`config.mk`:
```
export PLATFORM = sky130hd
export DESIGN_NAME = ttlCycleDecode_flat
export DESIGN_NICKNAME = d
export VERILOG_FILES = /design/src/hdl/ttlBridgePkg.sv /design/src/hdl/busCmdIf.sv /design/src/hdl/ttlCycleDecode.sv /design/src/flat_wrapper.sv
export SDC_FILE = /design/constraint.sdc
export NUM_CORES = 1
export LEC_CHECK = 0
export BUFFER_PORTS_ARGS = -buffer_cell sky130_fd_sc_hd__buf_2
export CAP_MARGIN = 15
export CORE_MARGIN = 2
export CORE_UTILIZATION = 55
export CTS_BUF_LIST = sky130_fd_sc_hd__clkbuf_4
export DETAILED_ROUTE_END_ITERATION = 12
export PLACE_DENSITY = 0.82
export SETUP_SLACK_MARGIN = 0.5
export SLEW_MARGIN = 25
export SYNTH_ARGS = -nofsm -noshare
export SYNTH_HDL_FRONTEND = slang
export SYNTH_SLANG_ARGS = --single-unit
```
`constraint.sdc`:
```
create_clock -name clk -period 5 [get_ports clk]
set_input_delay 0.75 -clock clk [delete_from_list [all_inputs] [get_ports clk]]
set_output_delay 0.75 -clock clk [all_outputs]
set_load 0.005 [all_outputs]
```
`src/hdl/ttlBridgePkg.sv`:
```
`default_nettype none

package ttlBridgePkg;

  // TTL memory bus
  localparam int ADDR_WIDTH = 16;
  localparam int DATA_WIDTH = 8;

  // Master command port
  localparam int MST_AWIDTH = 32;
  localparam int MST_DWIDTH = 32;
  localparam int BE_WIDTH   = MST_DWIDTH / 8;

  // Status word layout
  localparam int STAT_ENABLED   = 0;
  localparam int STAT_BUSY      = 1;
  localparam int STAT_ERROR     = 2;
  localparam int STAT_STATE_LSB = 27;
  localparam int STATE_WIDTH    = 5;

  // Execute stage states, reported in the top bits of the status word
  typedef enum logic [STATE_WIDTH-1:0] {
    ExIdle   = 5'd0,
    ExRdReq  = 5'd1,
    ExRdResp = 5'd2,
    ExWrReq  = 5'd3,
    ExWrResp = 5'd4,
    ExDone   = 5'd5
  } execState_e;

  // One master data word, seen whole or as byte lanes
  typedef union packed {
    logic [MST_DWIDTH-1:0]               word;
    logic [BE_WIDTH-1:0][DATA_WIDTH-1:0] bytes;
  } mstWord_u;

endpackage

`default_nettype wire

```
`src/hdl/busCmdIf.sv`:
```
`timescale 1ns/1ps
`default_nettype none

interface busCmdIf import ttlBridgePkg::*; ();

  // Four-phase handshake
  logic                  req;
  logic                  ack;

  // Command fields, stable while req is high
  logic                  isWrite;
  logic [ADDR_WIDTH-1:0] addr;
  logic [DATA_WIDTH-1:0] wrData;

  // Result fields, valid while ack is high
  logic [DATA_WIDTH-1:0] rdData;
  logic                  error;

  modport decode (output req, isWrite, addr, wrData,
                  input  ack, rdData, error);

  modport execute (input  req, isWrite, addr, wrData,
                   output ack, rdData, error);

  modport monitor (input req, ack, isWrite, addr, wrData, rdData, error);

endinterface

`default_nettype wire

```
`src/hdl/ttlCycleDecode.sv`:
```
`timescale 1ns/1ps
`default_nettype none

module ttlCycleDecode
  import ttlBridgePkg::*;
(
  input  logic                  clk,
  input  logic                  rst_n,
  input  logic                  enable,
  input  logic                  nChipEnable,
  input  logic                  nOutputEnable,
  input  logic                  nWriteEnable,
  input  logic [ADDR_WIDTH-1:0] Address,
  input  logic [DATA_WIDTH-1:0] dataIn,
  busCmdIf.decode               cmd
);

  // Two-flop synchronizers for the strobes, bit 1 is the synced value
  logic [1:0] ceSync;
  logic [1:0] oeSync;
  logic [1:0] weSync;

  // Address and data delayed to line up with the synced strobes
  logic [ADDR_WIDTH-1:0] addrS1;
  logic [ADDR_WIDTH-1:0] addrS2;
  logic [DATA_WIDTH-1:0] dataS1;
  logic [DATA_WIDTH-1:0] dataS2;

  // Request side of the handshake
  logic                  reqQ;
  logic                  isWriteQ;
  logic [ADDR_WIDTH-1:0] addrQ;
  logic [DATA_WIDTH-1:0] wrDataQ;

  // Cycle tracking
  logic [ADDR_WIDTH-1:0] lastAddr;
  logic                  armed;
  logic                  ceN;
  logic                  oeN;
  logic                  weN;
  logic                  startCycle;

  assign ceN = ceSync[1];
  assign oeN = oeSync[1];
  assign weN = weSync[1];

  // New command only with the handshake fully idle and the last cycle closed
  assign startCycle = enable && armed && !reqQ && !cmd.ack &&
                      !ceN && (!weN || !oeN);

  always_ff @(posedge clk) begin
    if (!rst_n) begin
      ceSync   <= 2'b11;
      oeSync   <= 2'b11;
      weSync   <= 2'b11;
      reqQ     <= 1'b0;
      armed    <= 1'b1;
      lastAddr <= '0;
    end else begin
      ceSync <= {ceSync[0], nChipEnable};
      oeSync <= {oeSync[0], nOutputEnable};
      weSync <= {weSync[0], nWriteEnable};

      if (startCycle) begin
        reqQ     <= 1'b1;
        armed    <= 1'b0;
        lastAddr <= addrS2;
      end else begin
        // Drop req once execute has answered
        if (reqQ && cmd.ack) begin
          reqQ <= 1'b0;
        end
        // Chip enable high or a new address closes the previous cycle
        if (ceN || (addrS2 != lastAddr)) begin
          armed <= 1'b1;
        end
      end
    end
  end

  always_ff @(posedge clk) begin
    addrS1 <= Address;
    addrS2 <= addrS1;
    dataS1 <= dataIn;
    dataS2 <= dataS1;
    if (startCycle) begin
      // Write wins when both strobes are low
      isWriteQ <= !weN;
      addrQ    <= addrS2;
      wrDataQ  <= dataS2;
    end
  end

  assign cmd.req     = reqQ;
  assign cmd.isWrite = isWriteQ;
  assign cmd.addr    = addrQ;
  assign cmd.wrData  = wrDataQ;

endmodule

`default_nettype wire

```
`src/flat_wrapper.sv`:
```
// flat-port wrapper written by rule: the top's interface ports become plain ports
module ttlCycleDecode_flat import ttlBridgePkg::*;
  (clk, rst_n, enable, nChipEnable, nOutputEnable, nWriteEnable, Address, dataIn, cmd_req, cmd_isWrite, cmd_addr, cmd_wrData, cmd_ack, cmd_rdData, cmd_error);
  busCmdIf cmd_i ();
  input  logic clk;
  input  logic rst_n;
  input  logic enable;
  input  logic nChipEnable;
  input  logic nOutputEnable;
  input  logic nWriteEnable;
  input  logic [ADDR_WIDTH-1:0] Address;
  input  logic [DATA_WIDTH-1:0] dataIn;
  output wire logic [$bits(cmd_i.req)-1:0] cmd_req;
  output wire logic [$bits(cmd_i.isWrite)-1:0] cmd_isWrite;
  output wire logic [$bits(cmd_i.addr)-1:0] cmd_addr;
  output wire logic [$bits(cmd_i.wrData)-1:0] cmd_wrData;
  input wire logic [$bits(cmd_i.ack)-1:0] cmd_ack;
  input wire logic [$bits(cmd_i.rdData)-1:0] cmd_rdData;
  input wire logic [$bits(cmd_i.error)-1:0] cmd_error;
  assign cmd_req = cmd_i.req;
  assign cmd_isWrite = cmd_i.isWrite;
  assign cmd_addr = cmd_i.addr;
  assign cmd_wrData = cmd_i.wrData;
  assign cmd_i.ack = cmd_ack;
  assign cmd_i.rdData = cmd_rdData;
  assign cmd_i.error = cmd_error;
  ttlCycleDecode u_core (.clk(clk), .rst_n(rst_n), .enable(enable), .nChipEnable(nChipEnable), .nOutputEnable(nOutputEnable), .nWriteEnable(nWriteEnable), .Address(Address), .dataIn(dataIn), .cmd(cmd_i));
endmodule
```
# Word level (Yosys, flattened, before mapping)
# Index checks and enable logic that the tools add are counted.
[op_classes]
n_addsub = 0
multipliers = 0
div = 0
magnitude_cmp = 0
eq_ne = 1
shift = 0
muxes = 4
bitwise_logic = 0
reduce_logical = 15
[ops]
columns = ["op", "count"]
rows = [
  ["16-bit inequality test", 1],
  ["1-bit logical AND", 6],
  ["1-bit logical NOT", 5],
  ["1-bit two-way mux", 4],
  ["2-bit nonzero test", 2],
  ["1-bit logical OR", 2],
]
[totals]
reg_bits = 97
latchBits = 0
ramBits = 0
romBits = 0
input_bits = 40
mem_count = 0

# Depth between registers and ports, before layout
# Gate-level depths: netlist (run 1).
[depth]
word_depth = 6
mapped_depth = 6
ltp_nobuf = 4

# Worst setup path after synthesis (run 1)
# OpenSTA, ideal clock, no wires.
[synth_timing]
path_type = "input to register"
startpoint = "in cmd_ack"
endpoint = "reg u_core.addrQ[0] (netlist: u_core.cmd.addr[0]) (enable)"
setup_time_ns = 0.380
arrival_ns = 1.859
setup_slack_ns = 2.761
path_stages = 5
cell_sequence = "nor4b_2 nand3_1 buf_6 buf_12 inv_1"
[synth_via]
elab_chain_len = 4
[synth_rtl]
columns = ["element", "line_no", "rtl"]
rows = [
  ["start, declared", "flat_wrapper.sv:17", "input wire logic [$bits(cmd_i.ack)-1:0] cmd_ack;"],
  ["1-bit logical NOT", "ttlCycleDecode.sv:48", "assign startCycle = enable && armed && !reqQ && !cmd.ack &&"],
  ["1-bit logical AND (2 in series)", "ttlCycleDecode.sv:48", ""],
  ["1-bit logical AND", "ttlCycleDecode.sv:49", "!ceN && (!weN || !oeN);"],
  ["named net u_core.startCycle", "ttlCycleDecode.sv:41", "logic startCycle;"],
  ["end signal, assigned", "ttlCycleDecode.sv:89", "addrQ <= addrS2;"],
  ["end, declared", "ttlCycleDecode.sv:32", "logic [ADDR_WIDTH-1:0] addrQ;"],
]
# The timed path passes the listed nets, and every way through them passes these cells.
# A chain may end at the register's enable or synchronous reset.

# Worst setup path after layout (run 1)
[layout_timing]
startpoint = "in cmd_ack"
endpoint = "reg u_core.addrQ[12] (netlist: u_core.cmd.addr[12]) (enable)"
# Same word-level chain as after synthesis.

==> results by group, run 1 <==
Final layout
  • Area growth syn-to-layout: 18.34%
  • Fill cells: 343
  • Antenna cells: 0
  • Final Cell Area: ~3200 µm²
  • Layout cells sized above 1: 0.3125
  • Final nets: 275
  • Fin util: 0.6774

Clock network
  • Clock Latency Late Sink: 420 ps
  • Total CTS buffers: 9
  • H-Tree Depth: 3
  • Post-CTS Resized: 0
  • CTS root buffer: clkbuf_4
  • Clock Sink Count: 97
  • Cts hold-fix bufs: 0
  • Clock Tree Buf Depth: 2
  • # Post-CTS Setup Buffers: 0
  • TritonCTS clock tree: built
  • Clock-pin slew on the worst setup and hold paths: ~130 ps

Floorplanning
  • Width of the chip: 74.34 µm
  • Core area: 4755 µm²
  • Starting Density: 0.5724
  • Die height: 74.34 µm
  • Row count: 25
  • Die area: 5526 µm²
  • # IOs: 66

Power
  • Pwr dens: 405.1 nW/µm²
  • PnR Total Power: about 1.3 mW
  • VDD IR max: ~230 µV
  • Leakage: between 1 and 1.5 nW

Yosys
  • Mapped Nets: 210
  • Number of flops mapped to enable cells by yosys: 25
  • Synth Warn #: 0
  • Seq/Total Area, Yosys: 0.8055
  • Post-Syn Area: 2721 µm²
  • Mean Syn Cell Area: about 16 µm²
  • Yosys top cell area share: 0.5297
  • Main synth FF type: dfxtp_1
  • Synth unique cells: 21
  • Leading area contributor after synthesis: dfxtp_1
  • FF+latch count, synth: 97
  • Synth async-reset ratio: 0
  • Gate Count Post-Synth: 170
  • Main area contributors after synthesis: dfxtp_1 53%, edfxtp_1 28%, mux2i_1 5.9%

Placement
  • Place WS: ~2400 ps
  • Placer Congestion: 0.6932
  • Dpl cell area: 3058 µm²
  • Port Buffer Count: 56
  • DP HPWL: about 2400 µm

Detailed routing
  • Average wire per standard cell: roughly 12 µm
  • Via/cell ratio: roughly 4.4
  • DRC errors left: 0
  • Via count: roughly 1,400
  • Router iterations before antenna repair: 4
  • 1st-iter DRT viols: 69
  • Final ANT Viol Nets: 0
  • DRT Wirelength: 3562 µm

Worst setup path
  • CP max stage cell: inv_1
  • Crit path buf inv count: 3
  • Crit path from: cmd_ack
  • Kind of critical path: input port to flip-flop
  • Crit path arrival time: ~2200 ps
  • CP Data Required Time: 5050 ps
  • Crit-path max FO: 25
  • Reg2reg start: u_core.cmd.req
  • CP cell instances: buf_2 > nor4b_2 > nand3_1 > buf_4 > inv_1
  • Max stage delay on crit path: about 750 ps
  • Delay-heaviest family, CP: buffers and inverters
  • Crit path launch type: input port
  • Crit. End Element: flip-flop

STA
  • Slew @ Worst Pin: 981.7 ps
  • Setup violators final: 0
  • Fin. max-slew vios: 0
  • Peak Freq: ~470 MHz
  • Fin Setup TNS: 0 ps
  • Worst Setup Slack, final: 2874 ps
  • Fin. Hold Viols: 0
  • Worst rel slew slack: 0.3448
  • Minimum clock period: 2126 ps
  • RSZ-0062 raised after global routing: no
  • Final Cycle Share: 0.4251
  • Skew final: between 15 and 20 ps

Global routing
  • Number of global-route vias before repair: 1,228
  • First-pass GRT wire length: 5499 µm
  • Largest net degree at the start of global routing: 26
  • Initial antenna violation count: 0
  • GRT overflow: 0
  • Overall global routing resource usage: 0.1432

Outcome
  • Status: completed

Job
  • Number of max-cap violations: 0

Hold path
  • Min-delay src: u_core.dataS1[6]
  • Worst min-delay path category: flip-flop to flip-flop
cells by family (layout without fill, tap and decap cells):
| logic type | count (synthesis) | count (layout) | share of synthesized area |
|---|---|---|---|
| AO/OA/AOI/OAI | 2 | 2 | 0.005516 |
| multiplexers | 16 | 16 | 0.05885 |
| flip-flops | 97 | 97 | 0.8055 |
| AND/OR/NAND/NOR | 33 | 33 | 0.06161 |
| XOR/XNOR | 16 | 16 | 0.05150 |
| buffers and inverters | 6 | 76 | 0.01701 |
worst register-to-register path: cells and delay by family, from the launching register on:
kind	cells	cell delay, ps
DFF	1	350
and+or+nand+nor	2	370
buffers and inverters	2	990
layout by cell type, fill, tap and decap left out, drive strengths merged:
cell,count
a21oi,1
buf,57
bufinv,2
clkbuf,9
clkinv,5
clkinvlp,1
dfxtp,72
edfxtp,25
inv,2
mux2i,16
nand2,1
nand2b,6
nand3,2
nand4,1
nor2,17
nor3,1
nor4,3
nor4b,1
o22a,1
or2b,1
xnor2,1
xor2,15
final timing paths:
check | endpoint | slack, ps | cells after the start
worst max register to register | u_core.cmd.addr[12] | 2920 | 4
worst min register to register | u_core.dataS2[6] | 340 | 0
worst max-delay path | u_core.cmd.addr[12] | 2870 | 5
worst min-delay path | u_core.dataS2[6] | 340 | 0
synth_stat cells (2+ instances only):
cell type,number
mux2i_1,16
nand2b_1,6
nor2_1,17
inv_1,2
dfxtp_1,72
nand3_1,2
nor4_1,3
edfxtp_1,25
xor2_1,15
power by group:
part           internal, mW  leakage, nW  switching [mW]
logic                0.0143        0.562          0.0101
clock network         0.203       0.0859           0.239
registers             0.828        0.825         0.00998
total                  1.05         1.47           0.259
layer usage:
| metal | global-route usage | vias to the layer above | wire length [µm] |
|---|---|---|---|
| met5 | 0 | - | 0 |
| met4 | 0.1131 | 0 | 94 |
| met3 | 0.04472 | 8 | 133 |
| met2 | 0.2202 | 28 | 1747 |
| met1 | 0.1664 | 616 | 1586 |
| li1 | - | 704 | - |
stage by stage:
step	hold slack (ps)	std cells
final	336.7	307
after global routing	346.7	307
after CTS	340.8	307
after detailed placement	312.1	291
after global placement	310.3	291
after floorplan	309.6	170
flip-flops by register name (all words and copies together), names as in the netlist:
| name | count |
|---|---|
| u_core.addrS1 | 16 |
| u_core.addrS2 | 16 |
| u_core.armed | 1 |
| u_core.ceSync | 2 |
| u_core.cmd.addr | 16 |
| u_core.cmd.isWrite | 1 |
| u_core.cmd.req | 1 |
| u_core.cmd.wrData | 8 |
| u_core.dataS1 | 8 |
| u_core.dataS2 | 8 |
| u_core.lastAddr | 16 |
| u_core.oeSync | 2 |
| u_core.weSync | 2 |
area by class of cell:
class	instances	area, µm²	share of cell area
sequential	97	2192	0.6807
multi-input combinational	67	483.0	0.1500
timing repair buffer	57	287.8	0.08936
clock inverter	7	95.09	0.02953
tap	67	83.83	0.02603
clock buffer	9	67.56	0.02098
inverter	3	11.26	0.003497
No activity file was read; power rests on OpenSTA's default activity.
==> inputs of run 2 (changes only) <==
--- a/config.mk
+++ b/config.mk
@@ -5,13 +5,14 @@
 export SDC_FILE = /design/constraint.sdc
 export NUM_CORES = 1
 export LEC_CHECK = 0
+export ABC_AREA = 1
 export BUFFER_PORTS_ARGS = -buffer_cell sky130_fd_sc_hd__buf_2
 export CAP_MARGIN = 15
 export CORE_MARGIN = 2
-export CORE_UTILIZATION = 55
+export CORE_UTILIZATION = 49
 export CTS_BUF_LIST = sky130_fd_sc_hd__clkbuf_4
 export DETAILED_ROUTE_END_ITERATION = 12
-export PLACE_DENSITY = 0.82
+export PLACE_DENSITY = 0.77
 export SETUP_SLACK_MARGIN = 0.5
 export SLEW_MARGIN = 25
 export SYNTH_ARGS = -nofsm -noshare
==> constraint.sdc (replaced) <==
create_clock -name clk -period 1.95 [get_ports clk]
set_input_delay 0.2925 -clock clk [delete_from_list [all_inputs] [get_ports clk]]
set_output_delay 0.2925 -clock clk [all_outputs]
set_load 0.005 [all_outputs]
==> run 2 against run 1 <==
Compared with the run above: wire length increased by 24%; global-route usage is 0.51 points higher; register-to-register slack got worse by 2200 ps; synthesized area is 5.1% higher; clock-buffer cell count increased by 4; cell count grew 29%; critical path depth down 4; first-iteration DRC count increased by 19%; critical endpoint is now cmd_req.
==> results by group, run 2 <==
Detailed routing
  • Via count: 1,724
  • 1st-iter DRT viols: 82
  • Via/cell ratio: 4.354
  • Router iterations before antenna repair: 4
  • Average wire per standard cell: 11.19 µm
  • DRT Wirelength: 4433 µm
  • Final ANT Viol Nets: 0
  • DRC errors left: 0

Worst setup path
  • CP cell instances: buf_2
  • CP Data Required Time: 1660 ps
  • Crit-path max FO: 3
  • Crit path buf inv count: 1
  • Crit path arrival time: around 1000 ps
  • Max stage delay on crit path: 420 ps
  • Kind of critical path: flip-flop to output port
  • Crit. End Element: output port
  • Delay-heaviest family, CP: flip-flops
  • Crit path launch type: flip-flop
  • CP max stage cell: dfxtp_1

Yosys
  • Synth unique cells: 19
  • Yosys top cell area share: 0.5042
  • Seq/Total Area, Yosys: 0.7667
  • Mean Syn Cell Area: 12.48 µm²
  • Number of flops mapped to enable cells by yosys: 25
  • FF+latch count, synth: 97
  • Post-Syn Area: 2859 µm²
  • Leading area contributor after synthesis: dfxtp_1
  • Mapped Nets: 269
  • Synth Warn #: 0
  • Main synth FF type: dfxtp_1
  • Gate Count Post-Synth: 229
  • Most instantiated cells after synthesis: 72 x dfxtp_1, 36 x nand2_1, 26 x inv_1
  • Synth async-reset ratio: 0
  • Main area contributors after synthesis: dfxtp_1 50%, edfxtp_1 26%, nand2_1 4.7%
  • Count leader, synth: dfxtp_1

Global routing
  • Overall global routing resource usage: 0.1483
  • GRT overflow: 0
  • Initial antenna violation count: 0
  • Largest net degree at the start of global routing: 31
  • Number of global-route vias before repair: 1,590
  • First-pass GRT wire length: 6969 µm

Power
  • Net Sw Frac: 0.2043
  • Flop pwr share: 0.680
  • Net Sw Power: between 600 and 700 µW
  • VDD IR max: 510.6 µV
  • PnR Total Power: 3.168 mW
  • Clock power frac: 0.280
  • Leakage: 1.541 nW
  • Comb power frac: 0.040
  • P_int: 2.521 mW
  • Pwr dens: 888.5 nW/µm²

Floorplanning
  • Width of the chip: 80.39 µm
  • Core area: approximately 5600 µm²
  • Row count: 27
  • Starting Density: 0.5129
  • Die area: 6462 µm²
  • Die height: around 80 µm
  • # IOs: 66

Final layout
  • Fin util: 0.6397
  • FF/Latch Area: 2192 µm²
  • Antenna cells: 0
  • Layout cells sized above 1: 0.2963
  • Area growth syn-to-layout: 24.73%
  • Fill cells: 453
  • Final nets: 359
  • Most frequent cells in the layout: 72 x dfxtp_1, 56 x buf_2, 36 x nand2_1
  • Most common cell after layout, fill and taps aside: dfxtp_1
  • Multi-input gate area: ~520 µm²

STA
  • RSZ-0062 raised after global routing: no
  • Final Cycle Share: 0.6514
  • Worst Setup Slack, final: 679.8 ps
  • Fin. max-slew vios: 0
  • Peak Freq: about 800 MHz
  • Fin. Hold Viols: 0
  • Worst rel slew slack: 0.7250
  • Setup violators final: 0
  • Fin Setup TNS: 0 ps
  • Minimum clock period: approximately 1300 ps
  • Skew final: 12.11 ps
  • Slew @ Worst Pin: between 400 and 500 ps

Job
  • Number of max-cap violations: 0

Clock network
  • Clock-pin slew on the worst setup and hold paths: 120 ps
  • Clock Latency Late Sink: 410 ps
  • H-Tree Depth: 3
  • TritonCTS clock tree: built
  • CTS root buffer: clkbuf_4
  • Clock Tree Buf Depth: 2
  • Total CTS buffers: 9
  • Clock Sink Count: 97

Placement
  • Place WS: 586.7 ps
  • Port Buffer Count: 56
  • DP HPWL: 2858 µm
  • Placer Congestion: 0.7529

Hold path
  • Worst min-delay path category: input port to flip-flop

Outcome
  • Status: completed
-- run 2: cell types whose count changed after synthesis, moves of 5 or more --
cell / before / now
nand2_1: 1 / 36
inv_1: 2 / 26
mux2i_1: 16 / 0
xor2_1: 15 / 2
a21oi_1: 1 / 10
o21ai_1: 0 / 9
o21ai_2: 0 / 7
nand2b_1: 6 / 0
or2_2: 0 / 6
a21oi_2: 0 / 5
o21ai_0: 0 / 5
-- run 2: power by group through the flow --
stage / combinational, mW / sequential, mW / clock (mW)
floorplan: 0.0519 / 2.19 / 0
global placement: 0.0879 / 2.20 / 0
detailed placement: 0.0911 / 2.20 / 0
CTS: 0.128 / 2.15 / 0.914
global route: 0.146 / 2.16 / 0.999
finish: 0.128 / 2.15 / 0.886
-- run 2: path summary, 6_finish.rpt --
| kind | start | end | slack [ps] | cells after the start |
|---|---|---|---|---|
| worst min-delay path | nChipEnable | u_core.ceSync[0] | 70 | 2 |
| worst max-delay path | u_core.cmd.req | cmd_req | 680 | 1 |
| worst max register to register | u_core.cmd.req | u_core.lastAddr[4] | 690 | 5 |
| worst min register to register | u_core.addrS1[12] | u_core.addrS2[12] | 340 | 0 |
-- run 2: cell families after synthesis --
family,after synthesis,synth area share
flops,97,0.7667
simple gates,62,0.09541
xor+xnor,3,0.009192
compound gates,36,0.07877
buf+inv,31,0.04989
-- run 2: worst register-to-register path: stages (launching register included) --
cell and delay, ps:
dfxtp_1 370, nor3b_4 240, nand2_4 70, buf_4 250
o21ai_1 180, a21oi_1 50
-- run 2: area by class of cell --
cell class	count	area share
well taps	72	0.02526
clock buffers	13	0.02737
flip-flops and latches	97	0.6147
inverters	27	0.02842
multi-input cells	101	0.1470
clock inverters	3	0.004912
repair buffers	83	0.1523
-- run 2: what timing repair did --
| action | in CTS | in global routing |
|---|---|---|
| setup buffers | 0 | 0 |
| hold buffers | 24 | 0 |
| gates resized for setup | 0 | 0 |
| endpoints found under the hold margin | 24 | 0 |
-- run 2: routing by layer --
metal	wire [µm]	GRT usage	up-vias
met2	2354	0.2550	34
met4	24	0.07119	0
met5	0	0	-
met3	171	0.04382	4
met1	1883	0.1683	768
li1	-	-	918
-- run 2: metrics by stage --
| step | hold slack [ps] | cells | instance area [µm²] |
|---|---|---|---|
| 6_report | 69.28 | 396 | 3566 |
| 5_1_grt | 48.12 | 396 | 3566 |
| 4_1_cts | 46.98 | 396 | 3566 |
| 3_5_place_dp | 312.1 | 356 | 3211 |
| 3_3_place_gp | 309.6 | 356 | 3211 |
| 2_1_floorplan | 309.6 | 229 | 2859 |
==> inputs of run 3 (changes only) <==
--- a/config.mk
+++ b/config.mk
@@ -9,10 +9,10 @@
 export BUFFER_PORTS_ARGS = -buffer_cell sky130_fd_sc_hd__buf_2
 export CAP_MARGIN = 15
 export CORE_MARGIN = 2
-export CORE_UTILIZATION = 49
+export CORE_UTILIZATION = 55
 export CTS_BUF_LIST = sky130_fd_sc_hd__clkbuf_4
 export DETAILED_ROUTE_END_ITERATION = 12
-export PLACE_DENSITY = 0.77
+export PLACE_DENSITY = 0.81
 export SETUP_SLACK_MARGIN = 0.5
 export SLEW_MARGIN = 25
 export SYNTH_ARGS = -nofsm -noshare
==> constraint.sdc (replaced) <==
create_clock -name clk -period 1.2 [get_ports clk]
set_input_delay 0.18 -clock clk [delete_from_list [all_inputs] [get_ports clk]]
set_output_delay 0.18 -clock clk [all_outputs]
set_load 0.005 [all_outputs]
==> run 3 against run 2 <==
Compared with the run above: the run now ends with hold timing, setup timing left; combinational power up 69%; clock power up 110%; first-iteration DRC count down 20%; clock-buffer cell count down 3; register-to-register slack worse by 700 ps; power up 76%; core utilization up 8.8 points; via count down 0.17%; sequential share of layout area down 1.7 points; cell area up 3.6%; worst setup slack worse by 690 ps; die area down 10%.
==> results by group, run 3 (synthesis gave the netlist of run 2 again) <==
Global routing
  • GRT overflow: 0
  • Overall global routing resource usage: 0.1585
  • Number of global-route vias before repair: 1,600
  • Initial antenna violation count: 0
  • Largest net degree at the start of global routing: 30
  • First-pass GRT wire length: 6886 µm

Clock network
  • Clock Latency Late Sink: between 400 and 500 ps
  • Clock-pin slew on the worst setup and hold paths: 130 ps
  • TritonCTS clock tree: built
  • Cts hold-fix bufs: 25
  • Clock Tree Buf Depth: 2
  • CTS root buffer: clkbuf_4
  • Clock Sink Count: 97
  • Total CTS buffers: 9
  • H-Tree Depth: 3

Final layout
  • Area growth syn-to-layout: 29.19%
  • Layout cells sized above 1: 0.3405
  • Most frequent cells in the layout: 61 x dfxtp_1, 55 x buf_2, 35 x nand2_1
  • Final nets: 361
  • Fill cells: 353
  • Final Cell Area: 3694 µm²
  • Antenna cells: 0
  • Most common cell after layout, fill and taps aside: dfxtp_1

Detailed routing
  • Router iterations before antenna repair: 4
  • Final ANT Viol Nets: 0
  • Average wire per standard cell: 10.46 µm
  • Via/cell ratio: 4.346
  • Via count: 1,721
  • DRC errors left: 0
  • 1st-iter DRT viols: 66
  • DRT Wirelength: 4141 µm

Floorplanning
  • Die height: between 70 and 80 µm
  • Die area: approximately 5800 µm²
  • Starting Density: 0.5634
  • Core area: slightly above 5000 µm²
  • # IOs: 66
  • Row count: 26
  • Width of the chip: roughly 76 µm

Power
  • P_int: 4.468 mW
  • VDD IR max: 1241 µV
  • Comb power frac: 0.039
  • Pwr dens: ~1500 nW/µm²
  • Clock power frac: 0.335
  • Flop pwr share: 0.626
  • Net Sw Frac: 0.2005
  • Leakage: 1.578 nW
  • Net Sw Power: 1.121 mW

Worst setup path
  • Crit path launch type: flip-flop
  • CP Data Required Time: 1530 ps
  • CP cell instances: nand2_2 > nor3b_4 > nand2_4 > buf_8 > o21ai_1 > a21oi_1
  • Max stage delay on crit path: 350 ps
  • Kind of critical path: flip-flop to flip-flop
  • Crit. End Element: flip-flop
  • Crit-path max FO: 13
  • Crit path arrival time: 1550 ps
  • CP max stage cell: dfxtp_2

STA
  • Worst rel slew slack: 0.8501
  • Peak Freq: 825.6 MHz
  • Slew @ Worst Pin: roughly 220 ps
  • Final Cycle Share: 1.009
  • Hold WS: -78.77 ps
  • RSZ-0062 raised after global routing: yes
  • Fin. max-slew vios: 0
  • Worst Setup Slack, final: -11.27 ps
  • Minimum clock period: between 1000 and 1500 ps
  • Skew final: 10.30 ps
  • Setup violators final: 22
  • Fin. Hold Viols: 3

Hold path
  • Worst min-delay path category: input port to flip-flop

Placement
  • Dpl cell area: 3224 µm²
  • Placer Congestion: around 0.75
  • Port Buffer Count: 56
  • DP HPWL: 2710 µm

Outcome
  • Status: finished, violations left
  • Failing checks: hold timing, setup timing

Job
  • Number of max-cap violations: 0
-- run 3: cell count changes in the layout (fill, tap and decap cells not counted), sizes merged --
cell         delta
clkinvlp        -1
clkinv          +1
clkbuf          -3
bufinv          +2
dlygate4sd3     +1
inv             +1
buf             +1
-- run 3: layout make-up --
cell class / instances / area (µm²) / share of cell area
Clock inverter: 6 / 91.34 / 0.02473
Clock buffer: 10 / 75.07 / 0.02033
Multi-Input combinational cell: 101 / 531.8 / 0.1440
Timing Repair Buffer: 85 / 585.6 / 0.1585
Tap cell: 70 / 87.58 / 0.02371
Sequential cell: 97 / 2208 / 0.5979
Inverter: 27 / 113.9 / 0.03083
-- run 3: per-layer routing --
layer,wire length (µm),GRT usage,up-vias
met5,0,0,-
met1,1771,0.1801,763
met2,2061,0.2536,33
li1,-,-,917
met4,97,0.08364,0
met3,209,0.06991,8
-- run 3: critical path, delay by kind of cell (launching register included) --
| family | cells | cell delay [ps] |
|---|---|---|
| AO/OA/AOI/OAI | 2 | 180 |
| buffers and inverters | 1 | 180 |
| flip-flops | 1 | 350 |
| AND/OR/NAND/NOR | 3 | 400 |
-- run 3: per-stage QoR --
stage	utilization	setup WS, ps	power (mW)	instances	TNS [ps]
global placement	0.6354	25.43	3.712	355	0
detailed placement	0.6354	-2.622	3.723	355	-2.622
finish	0.7278	-11.27	5.589	396	-132.6
floorplan	-	84.02	3.644	229	0
CTS	0.7207	-5.810	5.657	396	-5.810
global route	0.7278	-77.13	5.824	396	-1738
-- run 3: power by group through the flow --
stage               clock network [mW]  registers, mW  logic (mW)
floorplan                            0           3.56      0.0846
global placement                     0           3.57       0.146
detailed placement                   0           3.57       0.150
CTS                               1.94           3.50       0.215
global route                      2.07           3.52       0.243
finish                            1.87           3.50       0.216
-- run 3: final timing paths --
kind | start | endpoint | slack [ps] | depth (start not counted)
worst max-delay path | u_core.weSync[1] | u_core.lastAddr[6] | -10 | 6
worst min-delay path | nChipEnable | u_core.ceSync[0] | -80 | 2
worst max register to register | u_core.weSync[1] | u_core.lastAddr[6] | -10 | 6
worst min register to register | u_core.addrS1[2] | u_core.addrS2[2] | 340 | 0
-- run 3: timing repair --
| action | CTS | global route |
|---|---|---|
| setup endpoints to repair | 69 | 71 |
| gates resized for setup | 6 | 16 |
| setup buffers | 0 | 0 |
| hold endpoints to repair | 28 | 3 |
| pin swaps | 0 | 4 |
